<file path="config.mk">
export PLATFORM = sky130hd
export DESIGN_NAME = ucodeEngine
export DESIGN_NICKNAME = d
export VERILOG_FILES = /design/src/verilog/ucodePkg.sv /design/src/verilog/ucodeEngine.sv /design/src/verilog/uopIssue.sv /design/src/verilog/flowSequencer.sv /design/src/verilog/microcodeRom.sv /design/src/verilog/flowDispatch.sv /design/src/verilog/opcodeIntake.sv
export SDC_FILE = /design/constraint.sdc
export NUM_CORES = 1
export LEC_CHECK = 0
export ABC_CLOCK_PERIOD_IN_PS = 3500
export BUFFER_PORTS_ARGS = -buffer_cell sky130_fd_sc_hd__buf_4
export CAP_MARGIN = 15
export CORE_MARGIN = 4
export CORE_UTILIZATION = 55
export CTS_CLUSTER_SIZE = 30
export DETAILED_ROUTE_END_ITERATION = 10
export GPL_TIMING_DRIVEN = 1
export PLACE_DENSITY = 0.86
export SETUP_SLACK_MARGIN = 0.05
export SYNTH_ARGS = -nofsm -noshare
export SYNTH_HDL_FRONTEND = slang
export SYNTH_SLANG_ARGS = --single-unit
</file>
<file path="constraint.sdc">
create_clock -name clock -period 3.5 [get_ports clock]
set_input_delay 0.175 -clock clock [delete_from_list [all_inputs] [get_ports clock]]
set_output_delay 0.175 -clock clock [all_outputs]
set_load 0.01 [all_outputs]
</file>
<file path="src/verilog/ucodePkg.sv">
package ucodePkg;

	////////////////////////////////////////////////////////////////////////////
	// Widths
	////////////////////////////////////////////////////////////////////////////

	localparam int opcodeWidth = 8;
	localparam int uopAddrWidth = 6;

	////////////////////////////////////////////////////////////////////////////
	// Micro-op fields
	////////////////////////////////////////////////////////////////////////////

	// What the sequencer does after the micro-op
	typedef enum logic [3:0]
	{
		op,
		inc,
		eof,
		incEof,
		incEofFlags,
		eofFlags,
		updateFlags,
		incEofZ,
		incEofNz,
		jumpCb
	} seqAction;

	// Datapath operation
	typedef enum logic [4:0]
	{
		nop,
		setMemAddr,
		storeRegFromMem,
		storeMemFromReg,
		inc16,
		dec16,
		addX16,
		subX16,
		setX16FromReg,
		setRegFromX16,
		setPc,
		bitTest,
		shiftLeft,
		prefixCb
	} uopOperation;

	// Register selector
	typedef enum logic [4:0]
	{
		none, a, b, c, d, e, h, l, sp, pc, pch, hl, bc, x8, x16
	} uopOperand;

	typedef struct packed
	{
		seqAction action;
		uopOperation operation;
		uopOperand operand;
	} microOp;

	// One beat on the issue stream, last marks the end of a flow
	typedef struct packed
	{
		microOp uop;
		logic last;
	} uopBeat;

	typedef enum logic [1:0]
	{
		idle,
		fetchStart,
		run,
		waitCbByte
	} seqState;

	////////////////////////////////////////////////////////////////////////////
	// Opcode bytes
	////////////////////////////////////////////////////////////////////////////

	localparam logic [opcodeWidth-1:0] opNop = 8'h00;
	localparam logic [opcodeWidth-1:0] opIncB = 8'h04;
	localparam logic [opcodeWidth-1:0] opLdBn = 8'h06;
	localparam logic [opcodeWidth-1:0] opIncC = 8'h0c;
	localparam logic [opcodeWidth-1:0] opLdCn = 8'h0e;
	localparam logic [opcodeWidth-1:0] opJrNz = 8'h20;
	localparam logic [opcodeWidth-1:0] opJrZ = 8'h28;
	localparam logic [opcodeWidth-1:0] opAddAB = 8'h80;
	localparam logic [opcodeWidth-1:0] opPushBc = 8'hc5;
	localparam logic [opcodeWidth-1:0] opPrefixCb = 8'hcb;

	// Second byte after the CB prefix
	localparam logic [opcodeWidth-1:0] cbRlB = 8'h10;
	localparam logic [opcodeWidth-1:0] cbBit7H = 8'h7c;

endpackage
</file>
<file path="src/verilog/ucodeEngine.sv">
`timescale 1ns/1ps

module ucodeEngine
#(
	parameter int addrWidth = ucodePkg::uopAddrWidth
)
(
	input  logic clock,
	input  logic reset,
	input  logic opcodeValid,
	input  logic [ucodePkg::opcodeWidth-1:0] opcode,
	output logic opcodeReady,
	input  logic zeroFlag,
	output logic uopValid,
	output ucodePkg::uopBeat uop,
	input  logic uopReady
);

	logic heldValid;
	logic heldReady;
	logic [ucodePkg::opcodeWidth-1:0] heldOpcode;
	logic [ucodePkg::opcodeWidth-1:0] dispatchOpcode;
	logic useCbTable;
	logic [addrWidth-1:0] startAddr;
	logic [addrWidth-1:0] romAddr;
	ucodePkg::microOp romUop;
	logic beatValid;
	logic beatReady;
	ucodePkg::uopBeat beat;

	////////////////////////////////////////////////////////////////////////////
	// Opcode in, micro-ops out
	////////////////////////////////////////////////////////////////////////////

	opcodeIntake intake0
	(
		.clock(clock),
		.reset(reset),
		.opcodeValid(opcodeValid),
		.opcode(opcode),
		.opcodeReady(opcodeReady),
		.heldValid(heldValid),
		.heldOpcode(heldOpcode),
		.heldReady(heldReady)
	);

	flowDispatch #(.addrWidth(addrWidth)) dispatch0
	(
		.dispatchOpcode(dispatchOpcode),
		.useCbTable(useCbTable),
		.startAddr(startAddr)
	);

	microcodeRom #(.addrWidth(addrWidth)) rom0
	(
		.romAddr(romAddr),
		.romUop(romUop)
	);

	flowSequencer #(.addrWidth(addrWidth)) sequencer0
	(
		.clock(clock),
		.reset(reset),
		.heldValid(heldValid),
		.heldOpcode(heldOpcode),
		.heldReady(heldReady),
		.zeroFlag(zeroFlag),
		.dispatchOpcode(dispatchOpcode),
		.useCbTable(useCbTable),
		.startAddr(startAddr),
		.romAddr(romAddr),
		.romUop(romUop),
		.beatValid(beatValid),
		.beat(beat),
		.beatReady(beatReady)
	);

	uopIssue issue0
	(
		.clock(clock),
		.reset(reset),
		.beatValid(beatValid),
		.beat(beat),
		.beatReady(beatReady),
		.uopValid(uopValid),
		.uop(uop),
		.uopReady(uopReady)
	);

endmodule

</file>
<file path="src/verilog/uopIssue.sv">
`timescale 1ns/1ps

module uopIssue
(
	input  logic clock,
	input  logic reset,
	input  logic beatValid,
	input  ucodePkg::uopBeat beat,
	output logic beatReady,
	output logic uopValid,
	output ucodePkg::uopBeat uop,
	input  logic uopReady
);

	logic load;

	// Take a new beat when the slot is empty or drains this cycle
	assign beatReady = !uopValid || uopReady;
	assign load = beatValid && beatReady;

	always_ff @(posedge clock)
	begin
		if (reset)
		begin
			uopValid <= 1'b0;
		end
		else
		begin
			if (load)
				uopValid <= 1'b1;
			else if (uopReady)
				uopValid <= 1'b0;
		end
	end

	// Held steady while the consumer stalls
	always_ff @(posedge clock)
	begin
		if (load)
			uop <= beat;
	end

endmodule

</file>
<file path="src/verilog/flowSequencer.sv">
`timescale 1ns/1ps

module flowSequencer
#(
	parameter int addrWidth = ucodePkg::uopAddrWidth
)
(
	input  logic clock,
	input  logic reset,
	input  logic heldValid,
	input  logic [ucodePkg::opcodeWidth-1:0] heldOpcode,
	output logic heldReady,
	input  logic zeroFlag,
	output logic [ucodePkg::opcodeWidth-1:0] dispatchOpcode,
	output logic useCbTable,
	input  logic [addrWidth-1:0] startAddr,
	output logic [addrWidth-1:0] romAddr,
	input  ucodePkg::microOp romUop,
	output logic beatValid,
	output ucodePkg::uopBeat beat,
	input  logic beatReady
);

	ucodePkg::seqState state;
	logic [addrWidth-1:0] uPc;
	logic flowEnd;
	logic beatFire;

	////////////////////////////////////////////////////////////////////////////
	// End of flow
	////////////////////////////////////////////////////////////////////////////

	// Conditional ends look at the zero flag in the issuing cycle
	always_comb
	begin
		case (romUop.action)
			ucodePkg::eof,
			ucodePkg::incEof,
			ucodePkg::incEofFlags,
			ucodePkg::eofFlags: flowEnd = 1'b1;
			ucodePkg::incEofZ:  flowEnd = zeroFlag;
			ucodePkg::incEofNz: flowEnd = !zeroFlag;
			default:            flowEnd = 1'b0;
		endcase
	end

	assign heldReady = (state == ucodePkg::idle) || (state == ucodePkg::waitCbByte);
	assign beatValid = (state == ucodePkg::run);
	assign beatFire = beatValid && beatReady;
	assign romAddr = uPc;

	// Beat comes straight off the ROM, so a stall holds it with uPc
	always_comb
	begin
		beat.uop = romUop;
		beat.last = flowEnd;
	end

	////////////////////////////////////////////////////////////////////////////
	// FSM and micro-program counter
	////////////////////////////////////////////////////////////////////////////

	always_ff @(posedge clock)
	begin
		if (reset)
		begin
			state <= ucodePkg::idle;
			uPc <= '0;
			useCbTable <= 1'b0;
		end
		else
		begin
			case (state)
				ucodePkg::idle,
				ucodePkg::waitCbByte:
					if (heldValid)
					begin
						// Second byte of a CB pair goes through the CB table
						useCbTable <= (state == ucodePkg::waitCbByte);
						state <= ucodePkg::fetchStart;
					end
				ucodePkg::fetchStart:
				begin
					uPc <= startAddr;
					state <= ucodePkg::run;
				end
				ucodePkg::run:
					if (beatFire)
					begin
						if (flowEnd)
							state <= ucodePkg::idle;
						else if (romUop.action == ucodePkg::jumpCb)
							state <= ucodePkg::waitCbByte;
						else
							uPc <= uPc + 1'b1;
					end
				default:
					state <= ucodePkg::idle;
			endcase
		end
	end

	always_ff @(posedge clock)
	begin
		if (heldValid && heldReady)
			dispatchOpcode <= heldOpcode;
	end

endmodule

</file>
<file path="src/verilog/microcodeRom.sv">
`timescale 1ns/1ps

module microcodeRom
#(
	parameter int addrWidth = ucodePkg::uopAddrWidth
)
(
	input  logic [addrWidth-1:0] romAddr,
	output ucodePkg::microOp romUop
);

	always_comb
	begin
		case (int'(romAddr))
			// NOP
			0:  romUop = '{ucodePkg::incEof, ucodePkg::nop, ucodePkg::none};

			// LD B,n
			1:  romUop = '{ucodePkg::inc, ucodePkg::setMemAddr, ucodePkg::pc};
			2:  romUop = '{ucodePkg::inc, ucodePkg::nop, ucodePkg::none};
			3:  romUop = '{ucodePkg::eof, ucodePkg::storeRegFromMem, ucodePkg::b};

			// LD C,n
			4:  romUop = '{ucodePkg::inc, ucodePkg::setMemAddr, ucodePkg::pc};
			5:  romUop = '{ucodePkg::inc, ucodePkg::nop, ucodePkg::none};
			6:  romUop = '{ucodePkg::eof, ucodePkg::storeRegFromMem, ucodePkg::c};

			// INC B, INC C
			7:  romUop = '{ucodePkg::incEofFlags, ucodePkg::inc16, ucodePkg::b};
			8:  romUop = '{ucodePkg::incEofFlags, ucodePkg::inc16, ucodePkg::c};

			// ADD A,B through x16
			9:  romUop = '{ucodePkg::op, ucodePkg::setX16FromReg, ucodePkg::a};
			10: romUop = '{ucodePkg::updateFlags, ucodePkg::addX16, ucodePkg::b};
			11: romUop = '{ucodePkg::incEof, ucodePkg::setRegFromX16, ucodePkg::a};

			// PUSH BC, high byte first
			12: romUop = '{ucodePkg::op, ucodePkg::dec16, ucodePkg::sp};
			13: romUop = '{ucodePkg::op, ucodePkg::setMemAddr, ucodePkg::sp};
			14: romUop = '{ucodePkg::op, ucodePkg::storeMemFromReg, ucodePkg::b};
			15: romUop = '{ucodePkg::op, ucodePkg::dec16, ucodePkg::sp};
			16: romUop = '{ucodePkg::op, ucodePkg::storeMemFromReg, ucodePkg::c};
			17: romUop = '{ucodePkg::incEof, ucodePkg::setMemAddr, ucodePkg::pc};

			// JR NZ,n
			18: romUop = '{ucodePkg::inc, ucodePkg::setMemAddr, ucodePkg::pc};
			19: romUop = '{ucodePkg::op, ucodePkg::nop, ucodePkg::none};
			// Z set means not taken, else x8 gets the offset
			20: romUop = '{ucodePkg::incEofZ, ucodePkg::storeRegFromMem, ucodePkg::x8};
			21: romUop = '{ucodePkg::op, ucodePkg::setX16FromReg, ucodePkg::pc};
			22: romUop = '{ucodePkg::op, ucodePkg::addX16, ucodePkg::x8};
			23: romUop = '{ucodePkg::eof, ucodePkg::setPc, ucodePkg::x16};

			// JR Z,n
			24: romUop = '{ucodePkg::inc, ucodePkg::setMemAddr, ucodePkg::pc};
			25: romUop = '{ucodePkg::op, ucodePkg::nop, ucodePkg::none};
			26: romUop = '{ucodePkg::incEofNz, ucodePkg::storeRegFromMem, ucodePkg::x8};
			27: romUop = '{ucodePkg::op, ucodePkg::setX16FromReg, ucodePkg::pc};
			28: romUop = '{ucodePkg::op, ucodePkg::addX16, ucodePkg::x8};
			29: romUop = '{ucodePkg::eof, ucodePkg::setPc, ucodePkg::x16};

			// CB prefix, then redispatch on the next byte
			30: romUop = '{ucodePkg::inc, ucodePkg::setMemAddr, ucodePkg::pc};
			31: romUop = '{ucodePkg::op, ucodePkg::nop, ucodePkg::none};
			32: romUop = '{ucodePkg::jumpCb, ucodePkg::prefixCb, ucodePkg::none};

			// BIT 7,H and RL B
			33: romUop = '{ucodePkg::eofFlags, ucodePkg::bitTest, ucodePkg::h};
			34: romUop = '{ucodePkg::eofFlags, ucodePkg::shiftLeft, ucodePkg::b};

			// Fall-back for opcodes with no flow
			35: romUop = '{ucodePkg::updateFlags, ucodePkg::nop, ucodePkg::none};
			36: romUop = '{ucodePkg::incEof, ucodePkg::nop, ucodePkg::none};

			default:
				romUop = '{ucodePkg::op, ucodePkg::nop, ucodePkg::none};
		endcase
	end

endmodule

</file>
<file path="src/verilog/flowDispatch.sv">
`timescale 1ns/1ps

module flowDispatch
#(
	parameter int addrWidth = ucodePkg::uopAddrWidth
)
(
	input  logic [ucodePkg::opcodeWidth-1:0] dispatchOpcode,
	input  logic useCbTable,
	output logic [addrWidth-1:0] startAddr
);

	// Flow entry points in the microcode ROM
	localparam logic [addrWidth-1:0] flowNop = addrWidth'(0);
	localparam logic [addrWidth-1:0] flowLdBn = addrWidth'(1);
	localparam logic [addrWidth-1:0] flowLdCn = addrWidth'(4);
	localparam logic [addrWidth-1:0] flowIncB = addrWidth'(7);
	localparam logic [addrWidth-1:0] flowIncC = addrWidth'(8);
	localparam logic [addrWidth-1:0] flowAddAB = addrWidth'(9);
	localparam logic [addrWidth-1:0] flowPushBc = addrWidth'(12);
	localparam logic [addrWidth-1:0] flowJrNz = addrWidth'(18);
	localparam logic [addrWidth-1:0] flowJrZ = addrWidth'(24);
	localparam logic [addrWidth-1:0] flowPrefixCb = addrWidth'(30);
	localparam logic [addrWidth-1:0] flowBit7H = addrWidth'(33);
	localparam logic [addrWidth-1:0] flowRlB = addrWidth'(34);
	localparam logic [addrWidth-1:0] flowUnknown = addrWidth'(35);

	logic [addrWidth-1:0] mainAddr;
	logic [addrWidth-1:0] cbAddr;

	////////////////////////////////////////////////////////////////////////////
	// Main table
	////////////////////////////////////////////////////////////////////////////

	always_comb
	begin
		case (dispatchOpcode)
			ucodePkg::opNop:      mainAddr = flowNop;
			ucodePkg::opLdBn:     mainAddr = flowLdBn;
			ucodePkg::opLdCn:     mainAddr = flowLdCn;
			ucodePkg::opIncB:     mainAddr = flowIncB;
			ucodePkg::opIncC:     mainAddr = flowIncC;
			ucodePkg::opAddAB:    mainAddr = flowAddAB;
			ucodePkg::opPushBc:   mainAddr = flowPushBc;
			ucodePkg::opJrNz:     mainAddr = flowJrNz;
			ucodePkg::opJrZ:      mainAddr = flowJrZ;
			ucodePkg::opPrefixCb: mainAddr = flowPrefixCb;
			default:              mainAddr = flowUnknown;
		endcase
	end

	////////////////////////////////////////////////////////////////////////////
	// CB table
	////////////////////////////////////////////////////////////////////////////

	// Unknown CB bytes run the one-beat NOP flow
	always_comb
	begin
		case (dispatchOpcode)
			ucodePkg::cbBit7H: cbAddr = flowBit7H;
			ucodePkg::cbRlB:   cbAddr = flowRlB;
			default:           cbAddr = flowNop;
		endcase
	end

	assign startAddr = useCbTable ? cbAddr : mainAddr;

endmodule

</file>
<file path="src/verilog/opcodeIntake.sv">
`timescale 1ns/1ps

module opcodeIntake
(
	input  logic clock,
	input  logic reset,
	input  logic opcodeValid,
	input  logic [ucodePkg::opcodeWidth-1:0] opcode,
	output logic opcodeReady,
	output logic heldValid,
	output logic [ucodePkg::opcodeWidth-1:0] heldOpcode,
	input  logic heldReady
);

	// Low through reset, high from the first cycle after it
	logic intakeLive;
	logic accept;

	// Slot empty, or emptied by the sequencer this cycle
	assign opcodeReady = intakeLive && (!heldValid || heldReady);
	assign accept = opcodeValid && opcodeReady;

	always_ff @(posedge clock)
	begin
		if (reset)
		begin
			intakeLive <= 1'b0;
			heldValid <= 1'b0;
		end
		else
		begin
			intakeLive <= 1'b1;
			if (accept)
				heldValid <= 1'b1;
			else if (heldReady)
				heldValid <= 1'b0;
		end
	end

	always_ff @(posedge clock)
	begin
		if (accept)
			heldOpcode <= opcode;
	end

endmodule

</file>
==> key figures <==
Outcome
  • Status: complete, no violations

GRT
  • First-pass GRT wire length: 12300 µm
  • GRT Total Usage: 0.216
  • M2 GR Usage: 0.334
  • GR Layer Usage met1: 0.296
  • Vias in the first global route: 2548
  • Largest net degree at the start of global routing: 17
  • Busiest layer in global routing: met2
  • Initial antenna violation count: 0
  • Met3 usage in global routing: 0.0503
  • Congestion Overflow GR: 0

Worst setup path
  • Worst Setup End Kind: flop
  • Critical path start-end classification: flop to flop
  • Critical Path Fanout Max: 15
  • CP arrival: 3610 ps
  • Req. time, crit path: 3730 ps
  • FF-to-FF setup slack: 120 ps
  • Startpoint Class: flop

Synthesis
  • Post-synth top flop: edfxtp_1
  • Seq cells post-synth: 53
  • Register area share after synthesis: 0.430
  • Post-Synthesis Cells: 304
  • Netlist cell types: 83
  • YS warnings: 0
  • Syn avg cell area: 10.3 µm²
  • Mapped Area: 3140 µm²
  • EDFF count, synth: 29
  • Post-synth ARST share: 0

Placed design
  • IO Port Bufs: 27
  • Placement-stage cell area: 3440 µm²
  • Pre-CTS setup slack: 271 ps
  • Post-DP HPWL: 5360 µm
  • Placer congestion estimate: 1.01

Final layout
  • Synth-to-Final Area Change: 13.9%
  • Final Instance Area: 3580 µm²
  • # diodes: 0
  • Final #Nets: 362
  • Layout cells sized above 1: 0.230

Die
  • Die area: 6980 µm²
  • Chip Height: 83.6 µm
  • # rows: 27
  • Die Span X: 83.6 µm
  • Starting Density: 0.570
  • Core area: 5510 µm²
  • I/O Pins: 30

Timing
  • Pins Over Slew Limit: 0
  • Worst-Margin Slew: 590 ps
  • Period utilization: 0.967
  • F_max: 0.296 GHz
  • RSZ-0062 raised after global routing: no
  • Slew headroom: 0.605
  • Total Neg Setup Slack: 0 ps
  • Fin. Hold Viols: 0
  • Final setup viols: 0
  • Fin crit period: 3380 ps
  • Clk_skew: 2.99 ps
  • Final WS setup: 117 ps

Route
  • Wirelength per Cell: 18.0 µm
  • Routed via count: 2627
  • Vias per cell: 6.39
  • Initial DRT Pass Iterations: 5
  • 1st-iter DRT viols: 362
  • Antenna Violating Nets Remaining: 0
  • Wirelength, routed: 7410 µm
  • DRC Markers: 0

CTS
  • Root Buffer: clkbuf_8
  • CTS H-tree depth: 2
  • Skew-Pair Late Insertion Delay: 310 ps
  • Clock Path Buffers: 2
  • Worst-path clk slew: 90 ps
  • Cts bufs inserted: 5
  • CTS sink count: 53
  • # hold bufs at CTS: 0
  • CTS tree: done
  • CTS resizes: 0

Pwr
  • Total leakage power: 1.40 nW
  • Power per cell area: 721 nW/µm²
  • Max VDD drop: 0.000376 V

Worst hold path
  • HP Class: primary input to flop

Job
  • Max-cap viol count: 0
## cell type report
class	count	area, µm²
fill	432	1930
multi-input combinational	219	1640
clock inverter	2	38.8
inverter	15	56.3
timing repair buffer	44	330
sequential	53	1350
clock buffer	6	72.6
tap	72	90.1
## worst max-delay path, stage by stage, from the launching register on
cell and delay [ps]:
dfxtp_1 340, inv_1 80, ha_1 510, and2b_1 350, a31oi_1 190, o221ai_1 160, a21oi_2 380, buf_4 250
ha_1 300, inv_1 90, mux2i_1 190, a22oi_1 100, o22a_1 240, o21ai_1 110
## cells in the mapped netlist (all sizes together) (3+ instances only)
library cell / instances / area share
edfxtp: 29 / 0.28
dfxtp: 24 / 0.15
nor2: 20 / 0.026
nand2: 16 / 0.022
inv: 15 / 0.018
nor3: 14 / 0.027
buf: 13 / 0.025
o21ai: 13 / 0.023
a21oi: 12 / 0.020
ha: 11 / 0.044
a211oi: 9 / 0.023
mux2i: 8 / 0.026
and2: 6 / 0.012
nand3: 6 / 0.0096
a21o: 5 / 0.012
clkbuf: 5 / 0.0064
nand4: 5 / 0.010
o211ai: 5 / 0.018
a221oi: 4 / 0.017
a31oi: 4 / 0.0080
nand2b: 4 / 0.0080
nor4b: 4 / 0.011
o221ai: 4 / 0.011
o31ai: 4 / 0.014
or2: 4 / 0.0080
or4: 4 / 0.011
a22oi: 3 / 0.0072
and3: 3 / 0.0060
nor2b: 3 / 0.0060
o211a: 3 / 0.0096
o21bai: 3 / 0.0072
o311ai: 3 / 0.016
## layer usage
layer	part of all wire	up-vias	wire [µm]
met2	0.45	152	3350
met4	0.022	0	165
li1	-	1234	-
met5	0	-	0
met1	0.44	1227	3250
met3	0.086	14	637
## cell usage in the layout (no fill, tap or decap), types with 6 or more instances in the layout
| master | instances |
|---|---|
| a21oi_1 | 11 |
| buf_4 | 44 |
| edfxtp_1 | 29 |
| nand2_1 | 14 |
| nor3_1 | 11 |
| and2_1 | 6 |
| o21ai_0 | 7 |
| nand3_1 | 6 |
| mux2i_1 | 8 |
| dfxtp_1 | 24 |
| inv_1 | 14 |
| a211oi_1 | 8 |
| nor2_1 | 19 |
| ha_1 | 11 |
## final timing paths
check,from,end,cells past startpoint
worst max-delay path,sequencer0.state[0],rom0.romUop[8],13
worst min-delay path,opcode[1],intake0.heldOpcode[1],1
worst max register to register,sequencer0.state[0],rom0.romUop[8],13
worst min register to register,rom0.romUop[2],issue0.uop[3],0
## kinds of logic (layout without fill, tap and decap cells)
logic type               count (synthesis)  in the layout  synth area share
buffers and inverters                   33             67            0.0494
flip-flops                              53             53             0.430
XOR/XNOR                                 2              2           0.00558
AO/OA/AOI/OAI                           93             93             0.247
AND/OR/NAND/NOR                        101            101             0.190
multiplexers                            10             10            0.0327
other                                    1              2           0.00119
adder cells (fa/ha/maj)                 11             11            0.0438
## metrics by stage
step	instances	hold slack, ps	utilization	power (mW)
after floorplan	305	274	-	1.74
after global placement	400	353	0.625	2.10
after detailed placement	400	354	0.625	2.12
after CTS	408	33.7	0.645	2.54
after global routing	411	21.8	0.649	2.73
final	411	37.6	0.649	2.58
## sequential cells by signal, indices dropped and copies added, names as in the netlist
signal,flops
rom0.romUop,12
sequencer0.romAddr,6
sequencer0.state,2
sequencer0.dispatchOpcode,8
intake0.heldOpcode,8
intake0.heldValid,1
intake0.intakeLive,1
sequencer0.useCbTable,1
issue0.uopValid,1
issue0.uop,13
## where the power goes
group | total [mW] | internal, mW | switching [mW]
registers | 0.890 | 0.805 | 0.0848
logic | 1.28 | 0.510 | 0.767
clock network | 0.412 | 0.215 | 0.198
## timing repair
| item | 4_1_cts | 5_1_grt |
|---|---|---|
| hold endpoints to repair | 0 | 0 |
| setup endpoints to repair | 0 | 3 |
| setup buffers | 0 | 3 |
Note: power is estimated with default switching activity, not from simulation.
